## config.mk

```make
export PLATFORM = sky130hd
export DESIGN_NAME = jtag_debug_top
export DESIGN_NICKNAME = d
export VERILOG_FILES = /design/src/source/jtag_pkg.sv /design/src/source/dm_reg_file.sv /design/src/source/jtag_debug_top.sv /design/src/source/jtag_dtm.sv /design/src/source/jtag_tap.sv
export SDC_FILE = /design/constraint.sdc
export NUM_CORES = 1
export LEC_CHECK = 0
export ABC_CLOCK_PERIOD_IN_PS = 6800
export BUFFER_PORTS_ARGS = -buffer_cell sky130_fd_sc_hd__buf_2
export CORE_MARGIN = 2
export CORE_UTILIZATION = 55
export CTS_CLUSTER_SIZE = 14
export DETAILED_ROUTE_END_ITERATION = 7
export GPL_TIMING_DRIVEN = 0
export PLACE_DENSITY = 0.7
export SLEW_MARGIN = 10
export SYNTH_ARGS = -nofsm -noshare
export SYNTH_HDL_FRONTEND = slang
export SYNTH_HIERARCHICAL = 1
export SYNTH_SLANG_ARGS = --single-unit
```

## constraint.sdc

```tcl
create_clock -name jtag_tck_i -period 6.8 [get_ports jtag_tck_i]
set_clock_uncertainty 0.15 [all_clocks]
set_input_delay 0.68 -clock jtag_tck_i [delete_from_list [all_inputs] [get_ports jtag_tck_i]]
set_output_delay 0.68 -clock jtag_tck_i [all_outputs]
set_load 0.01 [all_outputs]
```

## src/source/jtag_pkg.sv

```systemverilog
// JTAG debug transport definitions
package jtag_pkg;

    // DMI request and response layout, op in the low bits
    localparam int DMI_ADDR_BITS = 6;
    localparam int DMI_DATA_BITS = 32;
    localparam int DMI_OP_BITS   = 2;
    localparam int DMI_BITS      = DMI_ADDR_BITS + DMI_DATA_BITS + DMI_OP_BITS;

    localparam int IR_BITS = 5;    // Instruction register width

    // Instruction codes
    localparam logic [IR_BITS-1:0] IR_BYPASS = 5'b11111;
    localparam logic [IR_BITS-1:0] IR_IDCODE = 5'b00001;   // Selected after reset
    localparam logic [IR_BITS-1:0] IR_DTMCS  = 5'b10000;
    localparam logic [IR_BITS-1:0] IR_DMI    = 5'b10001;

    // Device identifier, bit 0 is always one
    localparam logic [31:0] IDCODE_VALUE = 32'h0a57_d001;

    // Fixed DTMCS fields
    localparam logic [3:0] DTMCS_VERSION = 4'd1;   // Debug spec 0.13
    localparam logic [2:0] DTMCS_IDLE    = 3'd1;   // Idle cycles hint

    // DMI request ops
    localparam logic [DMI_OP_BITS-1:0] DMI_OP_NOP   = 2'd0;
    localparam logic [DMI_OP_BITS-1:0] DMI_OP_READ  = 2'd1;
    localparam logic [DMI_OP_BITS-1:0] DMI_OP_WRITE = 2'd2;

    // DMI response status
    localparam logic [DMI_OP_BITS-1:0] DMI_RESP_OK   = 2'd0;
    localparam logic [DMI_OP_BITS-1:0] DMI_RESP_BUSY = 2'd3;

    // Words in the stand-in debug register file
    localparam int REG_DEPTH = 16;

endpackage

```

## src/source/dm_reg_file.sv

```systemverilog
// Debug module register stand-in
`timescale 1ns/1ps

module dm_reg_file (
    input  logic                               jtag_tck_i,
    input  logic                               jtag_trst_ni,
    input  logic                               wb_cyc_i,
    input  logic                               wb_stb_i,
    input  logic                               wb_we_i,
    input  logic [jtag_pkg::DMI_ADDR_BITS-1:0] wb_adr_i,
    input  logic [jtag_pkg::DMI_DATA_BITS-1:0] wb_dat_i,
    output logic [jtag_pkg::DMI_DATA_BITS-1:0] wb_dat_o,
    output logic                               wb_ack_o
);

    localparam int IDX_BITS = $clog2(jtag_pkg::REG_DEPTH);

    logic [jtag_pkg::DMI_DATA_BITS-1:0] regs_q [jtag_pkg::REG_DEPTH];
    logic [jtag_pkg::DMI_DATA_BITS-1:0] rdata_q;
    logic                               ack_q;
    logic                               access;
    logic                               in_range;
    logic [IDX_BITS-1:0]                idx;

    // First cycle of a strobe, not yet acknowledged
    assign access   = wb_cyc_i && wb_stb_i && !ack_q;
    assign in_range = (int'(wb_adr_i) < jtag_pkg::REG_DEPTH);
    assign idx      = wb_adr_i[IDX_BITS-1:0];

    always_ff @(posedge jtag_tck_i or negedge jtag_trst_ni) begin
        if (!jtag_trst_ni) begin
            for (int i = 0; i < jtag_pkg::REG_DEPTH; i++) begin
                regs_q[i] <= '0;
            end
        end else if (access && wb_we_i && in_range) begin
            regs_q[idx] <= wb_dat_i;    // Out-of-range writes dropped
        end
    end

    always_ff @(posedge jtag_tck_i) begin
        if (access) begin
            rdata_q <= in_range ? regs_q[idx] : '0;
        end
    end

    // Single-cycle ack, also for unmapped addresses
    always_ff @(posedge jtag_tck_i or negedge jtag_trst_ni) begin
        if (!jtag_trst_ni) begin
            ack_q <= 1'b0;
        end else begin
            ack_q <= access;
        end
    end

    assign wb_dat_o = rdata_q;
    assign wb_ack_o = ack_q;

endmodule

```

## src/source/jtag_debug_top.sv

```systemverilog
// JTAG debug transport top
`timescale 1ns/1ps

module jtag_debug_top (
    input  logic jtag_tck_i,
    input  logic jtag_tms_i,
    input  logic jtag_tdi_i,
    input  logic jtag_trst_ni,
    output logic jtag_tdo_o
);

    // TAP and DTM link
    logic                               tap_req;
    logic [jtag_pkg::DMI_BITS-1:0]      tap_data;
    logic [jtag_pkg::DMI_BITS-1:0]      dtm_resp;

    // Wishbone classic
    logic                               wb_cyc;
    logic                               wb_stb;
    logic                               wb_we;
    logic [jtag_pkg::DMI_ADDR_BITS-1:0] wb_adr;
    logic [jtag_pkg::DMI_DATA_BITS-1:0] wb_dat_w;
    logic [jtag_pkg::DMI_DATA_BITS-1:0] wb_dat_r;
    logic                               wb_ack;

    jtag_tap i_tap (
        .jtag_tck_i   (jtag_tck_i),
        .jtag_trst_ni (jtag_trst_ni),
        .jtag_tms_i   (jtag_tms_i),
        .jtag_tdi_i   (jtag_tdi_i),
        .dtm_resp_i   (dtm_resp),
        .jtag_tdo_o   (jtag_tdo_o),
        .tap_req_o    (tap_req),
        .tap_data_o   (tap_data)
    );

    jtag_dtm i_dtm (
        .jtag_tck_i   (jtag_tck_i),
        .jtag_trst_ni (jtag_trst_ni),
        .tap_req_i    (tap_req),
        .tap_data_i   (tap_data),
        .wb_dat_i     (wb_dat_r),
        .wb_ack_i     (wb_ack),
        .dtm_resp_o   (dtm_resp),
        .wb_cyc_o     (wb_cyc),
        .wb_stb_o     (wb_stb),
        .wb_we_o      (wb_we),
        .wb_adr_o     (wb_adr),
        .wb_dat_o     (wb_dat_w)
    );

    // Stands in for the debug module
    dm_reg_file i_reg_file (
        .jtag_tck_i   (jtag_tck_i),
        .jtag_trst_ni (jtag_trst_ni),
        .wb_cyc_i     (wb_cyc),
        .wb_stb_i     (wb_stb),
        .wb_we_i      (wb_we),
        .wb_adr_i     (wb_adr),
        .wb_dat_i     (wb_dat_w),
        .wb_dat_o     (wb_dat_r),
        .wb_ack_o     (wb_ack)
    );

endmodule

```

## src/source/jtag_dtm.sv

```systemverilog
// DMI to Wishbone bridge
`timescale 1ns/1ps

module jtag_dtm (
    input  logic                               jtag_tck_i,
    input  logic                               jtag_trst_ni,
    input  logic                               tap_req_i,
    input  logic [jtag_pkg::DMI_BITS-1:0]      tap_data_i,
    input  logic [jtag_pkg::DMI_DATA_BITS-1:0] wb_dat_i,
    input  logic                               wb_ack_i,
    output logic [jtag_pkg::DMI_BITS-1:0]      dtm_resp_o,
    output logic                               wb_cyc_o,
    output logic                               wb_stb_o,
    output logic                               wb_we_o,
    output logic [jtag_pkg::DMI_ADDR_BITS-1:0] wb_adr_o,
    output logic [jtag_pkg::DMI_DATA_BITS-1:0] wb_dat_o
);

    typedef enum logic {
        ST_IDLE,
        ST_PENDING
    } dtm_state_e;

    dtm_state_e                         state_q;

    // Request fields
    logic [jtag_pkg::DMI_ADDR_BITS-1:0] req_addr;
    logic [jtag_pkg::DMI_DATA_BITS-1:0] req_data;
    logic [jtag_pkg::DMI_OP_BITS-1:0]   req_op;
    logic                               req_access;
    logic                               req_take;

    // Bus cycle payload
    logic [jtag_pkg::DMI_ADDR_BITS-1:0] wb_adr_q;
    logic [jtag_pkg::DMI_DATA_BITS-1:0] wb_dat_q;
    logic                               wb_we_q;

    // Stored response
    logic [jtag_pkg::DMI_ADDR_BITS-1:0] resp_addr_q;
    logic [jtag_pkg::DMI_DATA_BITS-1:0] resp_data_q;
    logic                               busy;

    assign req_op   = tap_data_i[jtag_pkg::DMI_OP_BITS-1:0];
    assign req_data = tap_data_i[jtag_pkg::DMI_OP_BITS +: jtag_pkg::DMI_DATA_BITS];
    assign req_addr = tap_data_i[jtag_pkg::DMI_BITS-1 -: jtag_pkg::DMI_ADDR_BITS];

    assign req_access = (req_op == jtag_pkg::DMI_OP_READ) || (req_op == jtag_pkg::DMI_OP_WRITE);
    assign req_take   = tap_req_i && (state_q == ST_IDLE);  // Dropped while busy
    assign busy       = (state_q == ST_PENDING);

    // Idle or waiting for ack
    always_ff @(posedge jtag_tck_i or negedge jtag_trst_ni) begin
        if (!jtag_trst_ni) begin
            state_q <= ST_IDLE;
        end else begin
            case (state_q)
                ST_IDLE: begin
                    if (req_take && req_access) begin
                        state_q <= ST_PENDING;
                    end
                end
                ST_PENDING: begin
                    if (wb_ack_i) begin
                        state_q <= ST_IDLE;
                    end
                end
                default: state_q <= ST_IDLE;
            endcase
        end
    end

    // Held stable for the whole bus cycle
    always_ff @(posedge jtag_tck_i) begin
        if (req_take && req_access) begin
            wb_adr_q <= req_addr;
            wb_dat_q <= req_data;
            wb_we_q  <= (req_op == jtag_pkg::DMI_OP_WRITE);
        end
    end

    always_ff @(posedge jtag_tck_i or negedge jtag_trst_ni) begin
        if (!jtag_trst_ni) begin
            resp_addr_q <= '0;
            resp_data_q <= '0;
        end else if (busy && wb_ack_i) begin
            resp_addr_q <= wb_adr_q;
            resp_data_q <= wb_we_q ? '0 : wb_dat_i;  // Writes return zero data
        end else if (req_take && !req_access) begin
            // NOP only refreshes the response
            resp_addr_q <= req_addr;
            resp_data_q <= '0;
        end
    end

    assign dtm_resp_o = {resp_addr_q, resp_data_q,
                         busy ? jtag_pkg::DMI_RESP_BUSY : jtag_pkg::DMI_RESP_OK};

    assign wb_cyc_o = busy;
    assign wb_stb_o = busy;     // Classic cycle, stb follows cyc
    assign wb_we_o  = wb_we_q;
    assign wb_adr_o = wb_adr_q;
    assign wb_dat_o = wb_dat_q;

endmodule

```

## src/source/jtag_tap.sv

```systemverilog
// JTAG TAP controller
`timescale 1ns/1ps

module jtag_tap (
    input  logic                          jtag_tck_i,
    input  logic                          jtag_trst_ni,
    input  logic                          jtag_tms_i,
    input  logic                          jtag_tdi_i,
    input  logic [jtag_pkg::DMI_BITS-1:0] dtm_resp_i,
    output logic                          jtag_tdo_o,
    output logic                          tap_req_o,
    output logic [jtag_pkg::DMI_BITS-1:0] tap_data_o
);

    typedef enum logic [3:0] {
        TEST_LOGIC_RESET,
        RUN_TEST_IDLE,
        SELECT_DR,
        CAPTURE_DR,
        SHIFT_DR,
        EXIT1_DR,
        PAUSE_DR,
        EXIT2_DR,
        UPDATE_DR,
        SELECT_IR,
        CAPTURE_IR,
        SHIFT_IR,
        EXIT1_IR,
        PAUSE_IR,
        EXIT2_IR,
        UPDATE_IR
    } tap_state_e;

    // dtmcs: idle [14:12], dmistat [11:10], abits [9:4], version [3:0]
    localparam logic [31:0] DTMCS_WORD = {17'd0, jtag_pkg::DTMCS_IDLE, 2'b00,
                                          6'(jtag_pkg::DMI_ADDR_BITS),
                                          jtag_pkg::DTMCS_VERSION};

    tap_state_e                      state_q;
    tap_state_e                      state_d;
    logic [jtag_pkg::IR_BITS-1:0]    ir_q;
    logic [jtag_pkg::DMI_BITS-1:0]   shift_q;
    logic                            tap_req_q;
    logic [jtag_pkg::DMI_BITS-1:0]   tap_data_q;
    logic                            tdo_q;
    logic                            dmi_update;

    // Standard TAP transitions
    always_comb begin
        case (state_q)
            TEST_LOGIC_RESET: state_d = jtag_tms_i ? TEST_LOGIC_RESET : RUN_TEST_IDLE;
            RUN_TEST_IDLE:    state_d = jtag_tms_i ? SELECT_DR : RUN_TEST_IDLE;
            SELECT_DR:        state_d = jtag_tms_i ? SELECT_IR : CAPTURE_DR;
            CAPTURE_DR:       state_d = jtag_tms_i ? EXIT1_DR : SHIFT_DR;
            SHIFT_DR:         state_d = jtag_tms_i ? EXIT1_DR : SHIFT_DR;
            EXIT1_DR:         state_d = jtag_tms_i ? UPDATE_DR : PAUSE_DR;
            PAUSE_DR:         state_d = jtag_tms_i ? EXIT2_DR : PAUSE_DR;
            EXIT2_DR:         state_d = jtag_tms_i ? UPDATE_DR : SHIFT_DR;
            UPDATE_DR:        state_d = jtag_tms_i ? SELECT_DR : RUN_TEST_IDLE;
            SELECT_IR:        state_d = jtag_tms_i ? TEST_LOGIC_RESET : CAPTURE_IR;
            CAPTURE_IR:       state_d = jtag_tms_i ? EXIT1_IR : SHIFT_IR;
            SHIFT_IR:         state_d = jtag_tms_i ? EXIT1_IR : SHIFT_IR;
            EXIT1_IR:         state_d = jtag_tms_i ? UPDATE_IR : PAUSE_IR;
            PAUSE_IR:         state_d = jtag_tms_i ? EXIT2_IR : PAUSE_IR;
            EXIT2_IR:         state_d = jtag_tms_i ? UPDATE_IR : SHIFT_IR;
            UPDATE_IR:        state_d = jtag_tms_i ? SELECT_DR : RUN_TEST_IDLE;
            default:          state_d = TEST_LOGIC_RESET;
        endcase
    end

    always_ff @(posedge jtag_tck_i or negedge jtag_trst_ni) begin
        if (!jtag_trst_ni) begin
            state_q <= TEST_LOGIC_RESET;
        end else begin
            state_q <= state_d;
        end
    end

    // Shared capture and shift register, LSB leaves first
    always_ff @(posedge jtag_tck_i) begin
        case (state_q)
            CAPTURE_IR: shift_q <= jtag_pkg::DMI_BITS'(2'b01);
            SHIFT_IR: begin
                shift_q <= jtag_pkg::DMI_BITS'({jtag_tdi_i, shift_q[jtag_pkg::IR_BITS-1:1]});
            end
            CAPTURE_DR: begin
                case (ir_q)
                    jtag_pkg::IR_IDCODE: shift_q <= jtag_pkg::DMI_BITS'(jtag_pkg::IDCODE_VALUE);
                    jtag_pkg::IR_DTMCS:  shift_q <= jtag_pkg::DMI_BITS'(DTMCS_WORD);
                    jtag_pkg::IR_DMI:    shift_q <= dtm_resp_i;
                    default:             shift_q <= '0;   // Bypass bit
                endcase
            end
            SHIFT_DR: begin
                case (ir_q)
                    jtag_pkg::IR_IDCODE,
                    jtag_pkg::IR_DTMCS: begin
                        shift_q <= jtag_pkg::DMI_BITS'({jtag_tdi_i, shift_q[31:1]});
                    end
                    jtag_pkg::IR_DMI: begin
                        shift_q <= {jtag_tdi_i, shift_q[jtag_pkg::DMI_BITS-1:1]};
                    end
                    default: shift_q <= jtag_pkg::DMI_BITS'(jtag_tdi_i);  // One-bit path
                endcase
            end
            default: shift_q <= shift_q;
        endcase
    end

    assign dmi_update = (state_q == UPDATE_DR) && (ir_q == jtag_pkg::IR_DMI);

    // Request pulse on the edge leaving UPDATE_DR
    always_ff @(posedge jtag_tck_i or negedge jtag_trst_ni) begin
        if (!jtag_trst_ni) begin
            tap_req_q <= 1'b0;
        end else begin
            tap_req_q <= dmi_update;
        end
    end

    always_ff @(posedge jtag_tck_i) begin
        if (dmi_update) begin
            tap_data_q <= shift_q;
        end
    end

    // Instruction and TDO change on the falling edge
    always_ff @(negedge jtag_tck_i or negedge jtag_trst_ni) begin
        if (!jtag_trst_ni) begin
            ir_q <= jtag_pkg::IR_IDCODE;
        end else if (state_q == TEST_LOGIC_RESET) begin
            ir_q <= jtag_pkg::IR_IDCODE;
        end else if (state_q == UPDATE_IR) begin
            ir_q <= shift_q[jtag_pkg::IR_BITS-1:0];
        end
    end

    always_ff @(negedge jtag_tck_i or negedge jtag_trst_ni) begin
        if (!jtag_trst_ni) begin
            tdo_q <= 1'b0;
        end else begin
            tdo_q <= ((state_q == SHIFT_IR) || (state_q == SHIFT_DR)) ? shift_q[0] : 1'b0;
        end
    end

    assign jtag_tdo_o = tdo_q;
    assign tap_req_o  = tap_req_q;
    assign tap_data_o = tap_data_q;

endmodule
```

==> metrics <==
run status=finished clean; count of warnings emitted by yosys=6; gate count after technology mapping=1969; number of pins exceeding their max-slew limit in the final report=0; Distinct cells, synth=59; total number of vias=around 18000; TritonCTS clock tree=done; number of ports placed on the die boundary=5; share of layout cells above drive strength 1=around two fifths; Buf/Inv on CP=3; number of levels the H-tree was split into=3; initial antenna violation count=0; Min-Delay Path Class=reg -> reg; Layout Area Growth over Synthesis=11.7%; leakage power summed over all cells=roughly 16 nW; Die Height=between 200 and 250 um; Worst-path clk slew=roughly 0.06 ns; CP startpoint kind=register; HPWL after detailed placement=48900 um; largest family of logic cells by synthesized area=multiplexers; Post-DRT Antenna Nets=0; cell repeated most along the worst path=sky130_fd_sc_hd__buf_6; effective utilization at floorplan=a little under three fifths; number of enable-type register cells in the synthesized netlist=around 150; multi-input gate area in the final layout=roughly 11000 um^2; Crit Path Class=reg -> reg; share of cell area taken by muxes after synthesis=approximately 28%; clock sink count=approximately 700; footprint of the flip-flops and latches=18600 um^2; pwr/cell area=about 260 nW/um^2; aggregate global routing overflow=0; WHS Path Cells=0; worst slew pin tran=roughly 1.0 ns; DRT iter0 DRCs=between 1000 and 1500; delay-heaviest family, CP=simple AND/OR/NAND/NOR gates; final RePlAce weighted congestion=0.813; depth of the worst register-to-register path=6; number of max-cap violations=0; flip-flop cell with the highest count after synthesis=sky130_fd_sc_hd__dfrtp_1; delay of the slowest cell on the worst path=0.56 ns; xor/xnor share of the synthesized area=less than 1%; Clock Latency Late Sink=around 0.63 ns; number of global-route vias before repair=approximately 19000; final wirelength=slightly above 70000 um; final critical-path setup slack=between 0.8 and 0.9 ns; root buffer cell=sky130_fd_sc_hd__clkbuf_16; async set-reset flop share out of synthesis=78.9%; Net count, final=a little over 2000; first-pass GRT wire length=112000 um; CP required=6.95 ns; GRT Util Overall=25.1%; count of state elements after synthesis=slightly above 700; proportion of synthesized chip area in sequential cells=between 50% and 60%; VDD IR-drop max=0.000275 V; endpoint arrival time on the critical path=around 6 ns; highest-delay cell along the critical path=sky130_fd_sc_hd__nor4_4; num rows=a little under 90; clock buffers created by TritonCTS=75; DRT Pass-1 Iters=5; antenna cell count=0; DRC violation count after routing=0; number of buffers on the longest clock path=3; average wire per standard cell=25.0 um; Die Outline Area=58600 um^2; Worst slew margin=about a third; simple-gate share of the synthesized area=2.96%; biggest fanout along the worst timing path=11; core area=approximately 56000 um^2; final hold violation count=0; Crit. path cell count=6; setup repair after global routing missed its margin=no; CP endpoint kind=register; number of port buffers=4; largest net degree at the start of global routing=~120; Post-Syn Area per Cell=about 16 um^2; worst-case setup slack after placement=between 0.8 and 0.9 ns; via density per instance=around 6.2; Final setup violation count=0; Synth Area in Compound Gates=under 10%; Mapped Area=between 30000 and 40000 um^2; list of cells traversed by the critical path=nor3_1 -> nand3_1 -> nor4_4 -> buf_6 -> buf_6 -> buf_6; fill cell instance count of the final layout=~4200; post-layout utilization of the core=approximately three fifths; Post-Synth Adder-Cell Area=0.0401%; width of the chip=between 200 and 250 um; total nets after synthesis=1974
layout make-up:
type / instances / area share (%)
repair buffers: 17 / 0.776
clock inverters: 19 / 0.546
plain buffers: 171 / 2.96
clock buffers: 117 / 6.38
multi-input cells: 1073 / 33.0
flip-flops and latches: 714 / 53.5
well taps: 756 / 2.72
inverters: 10 / 0.108
placed cells by master, fill, tap and decap left out, types with 10 or more instances in the layout:
master / count
sky130_fd_sc_hd__mux2_4: 20
sky130_fd_sc_hd__inv_1: 11
sky130_fd_sc_hd__clkbuf_16: 79
sky130_fd_sc_hd__nor2b_1: 12
sky130_fd_sc_hd__nand4_4: 10
sky130_fd_sc_hd__a21oi_1: 14
sky130_fd_sc_hd__mux2_2: 553
sky130_fd_sc_hd__a32o_1: 34
sky130_fd_sc_hd__clkbuf_1: 89
sky130_fd_sc_hd__buf_6: 43
sky130_fd_sc_hd__a22oi_1: 41
sky130_fd_sc_hd__nor2_1: 21
sky130_fd_sc_hd__mux2i_1: 65
sky130_fd_sc_hd__dfrtp_1: 557
sky130_fd_sc_hd__nand2_1: 23
sky130_fd_sc_hd__o21ai_1: 10
sky130_fd_sc_hd__o22ai_1: 39
sky130_fd_sc_hd__a22o_1: 50
sky130_fd_sc_hd__edfxtp_1: 151
sky130_fd_sc_hd__buf_2: 64
sky130_fd_sc_hd__clkbuf_8: 10
sky130_fd_sc_hd__o31ai_1: 32
sky130_fd_sc_hd__mux4_2: 64
cells in the mapped netlist (11+ instances only):
cell,n,area [um^2]
sky130_fd_sc_hd__dfrtp_1,557,13900
sky130_fd_sc_hd__mux2_2,553,6230
sky130_fd_sc_hd__edfxtp_1,151,4530
sky130_fd_sc_hd__mux2i_1,65,651
sky130_fd_sc_hd__mux4_2,64,1440
sky130_fd_sc_hd__buf_2,61,305
sky130_fd_sc_hd__clkbuf_1,61,229
sky130_fd_sc_hd__a22o_1,50,438
sky130_fd_sc_hd__a22oi_1,41,308
sky130_fd_sc_hd__buf_6,39,439
sky130_fd_sc_hd__o22ai_1,39,244
sky130_fd_sc_hd__a32o_1,34,340
sky130_fd_sc_hd__o31ai_1,32,240
sky130_fd_sc_hd__nand2_1,23,86.3
sky130_fd_sc_hd__nor2_1,22,82.6
sky130_fd_sc_hd__mux2_4,20,300
sky130_fd_sc_hd__a21oi_1,14,70.1
sky130_fd_sc_hd__nor2b_1,12,75.1
sky130_fd_sc_hd__inv_1,11,41.3
state kept, by name (all words and copies together) (netlist names), 4 cells and up:
| signal | cells |
|---|---|
| i_tap/ir_q | 5 |
| i_reg_file/regs_q | 512 |
| i_dtm/wb_adr_o | 6 |
| i_tap/tap_data_o | 40 |
| i_dtm/resp_data_q | 32 |
| i_dtm/wb_dat_o | 32 |
| i_tap/state_q | 4 |
| i_tap/shift_q | 40 |
| i_dtm/resp_addr_q | 6 |
| i_reg_file/wb_dat_o | 32 |
report_power, final:
group          internal (mW)  switching, mW  total [mW]
registers               4.55         0.0749        4.62
logic                  0.150          0.337       0.487
clock network           2.39           1.63        4.02
total                   7.09           2.04        9.13
through the flow:
step           setup TNS [ns]  hold slack [ns]  instance area, um^2  power (mW)  cells
2_1_floorplan               0            0.234                31200        4.95   1969
3_3_place_gp         -3561.43            0.251                32100        5.15   2729
3_5_place_dp                0            0.255                32400        5.18   2741
4_1_cts                     0            0.258                34800        9.20   2877
5_1_grt                     0            0.271                34800        9.45   2877
6_report                    0            0.265                34800        9.13   2877
layer usage:
metal	vias up	global-route usage [%]	routed length, um
met2	401	40.5	34700
met1	9496	35.0	31500
met3	150	3.77	3200
li1	7670	-	-
met5	-	0	0
met4	0	8.90	2620
worst paths after layout:
path	start	end	slack (ns)
worst min register to register	i_tap/tap_data_o[18]	i_dtm/wb_dat_o[16]	0.27
worst min-delay path	i_tap/tap_data_o[18]	i_dtm/wb_dat_o[16]	0.27
worst max-delay path	i_tap/ir_q[3]	i_tap/tap_data_o[30]	0.86
min in group asynchronous	jtag_trst_ni	i_reg_file/regs_q[208]	0.50
worst max register to register	i_tap/ir_q[3]	i_tap/tap_data_o[30]	0.86
max in group asynchronous	jtag_trst_ni	i_tap/ir_q[0]	1.64
what timing repair did:
item                       4_1_cts  5_1_grt
buffers inserted                 0        0
setup endpoints to repair        0        0
hold buffers                     1        0
gates resized for setup          0        0
hold endpoints to repair        76        0
cells by family (layout without fill, tap and decap cells):
group           after synthesis  in the layout
mux                         705            705
flops                       714            714
xor+xnor                      1              1
fa+ha+maj                     1              1
buf+inv                     182            334
compound gates              241            241
simple gates                125            125
(Power assumes the default switching activity.)
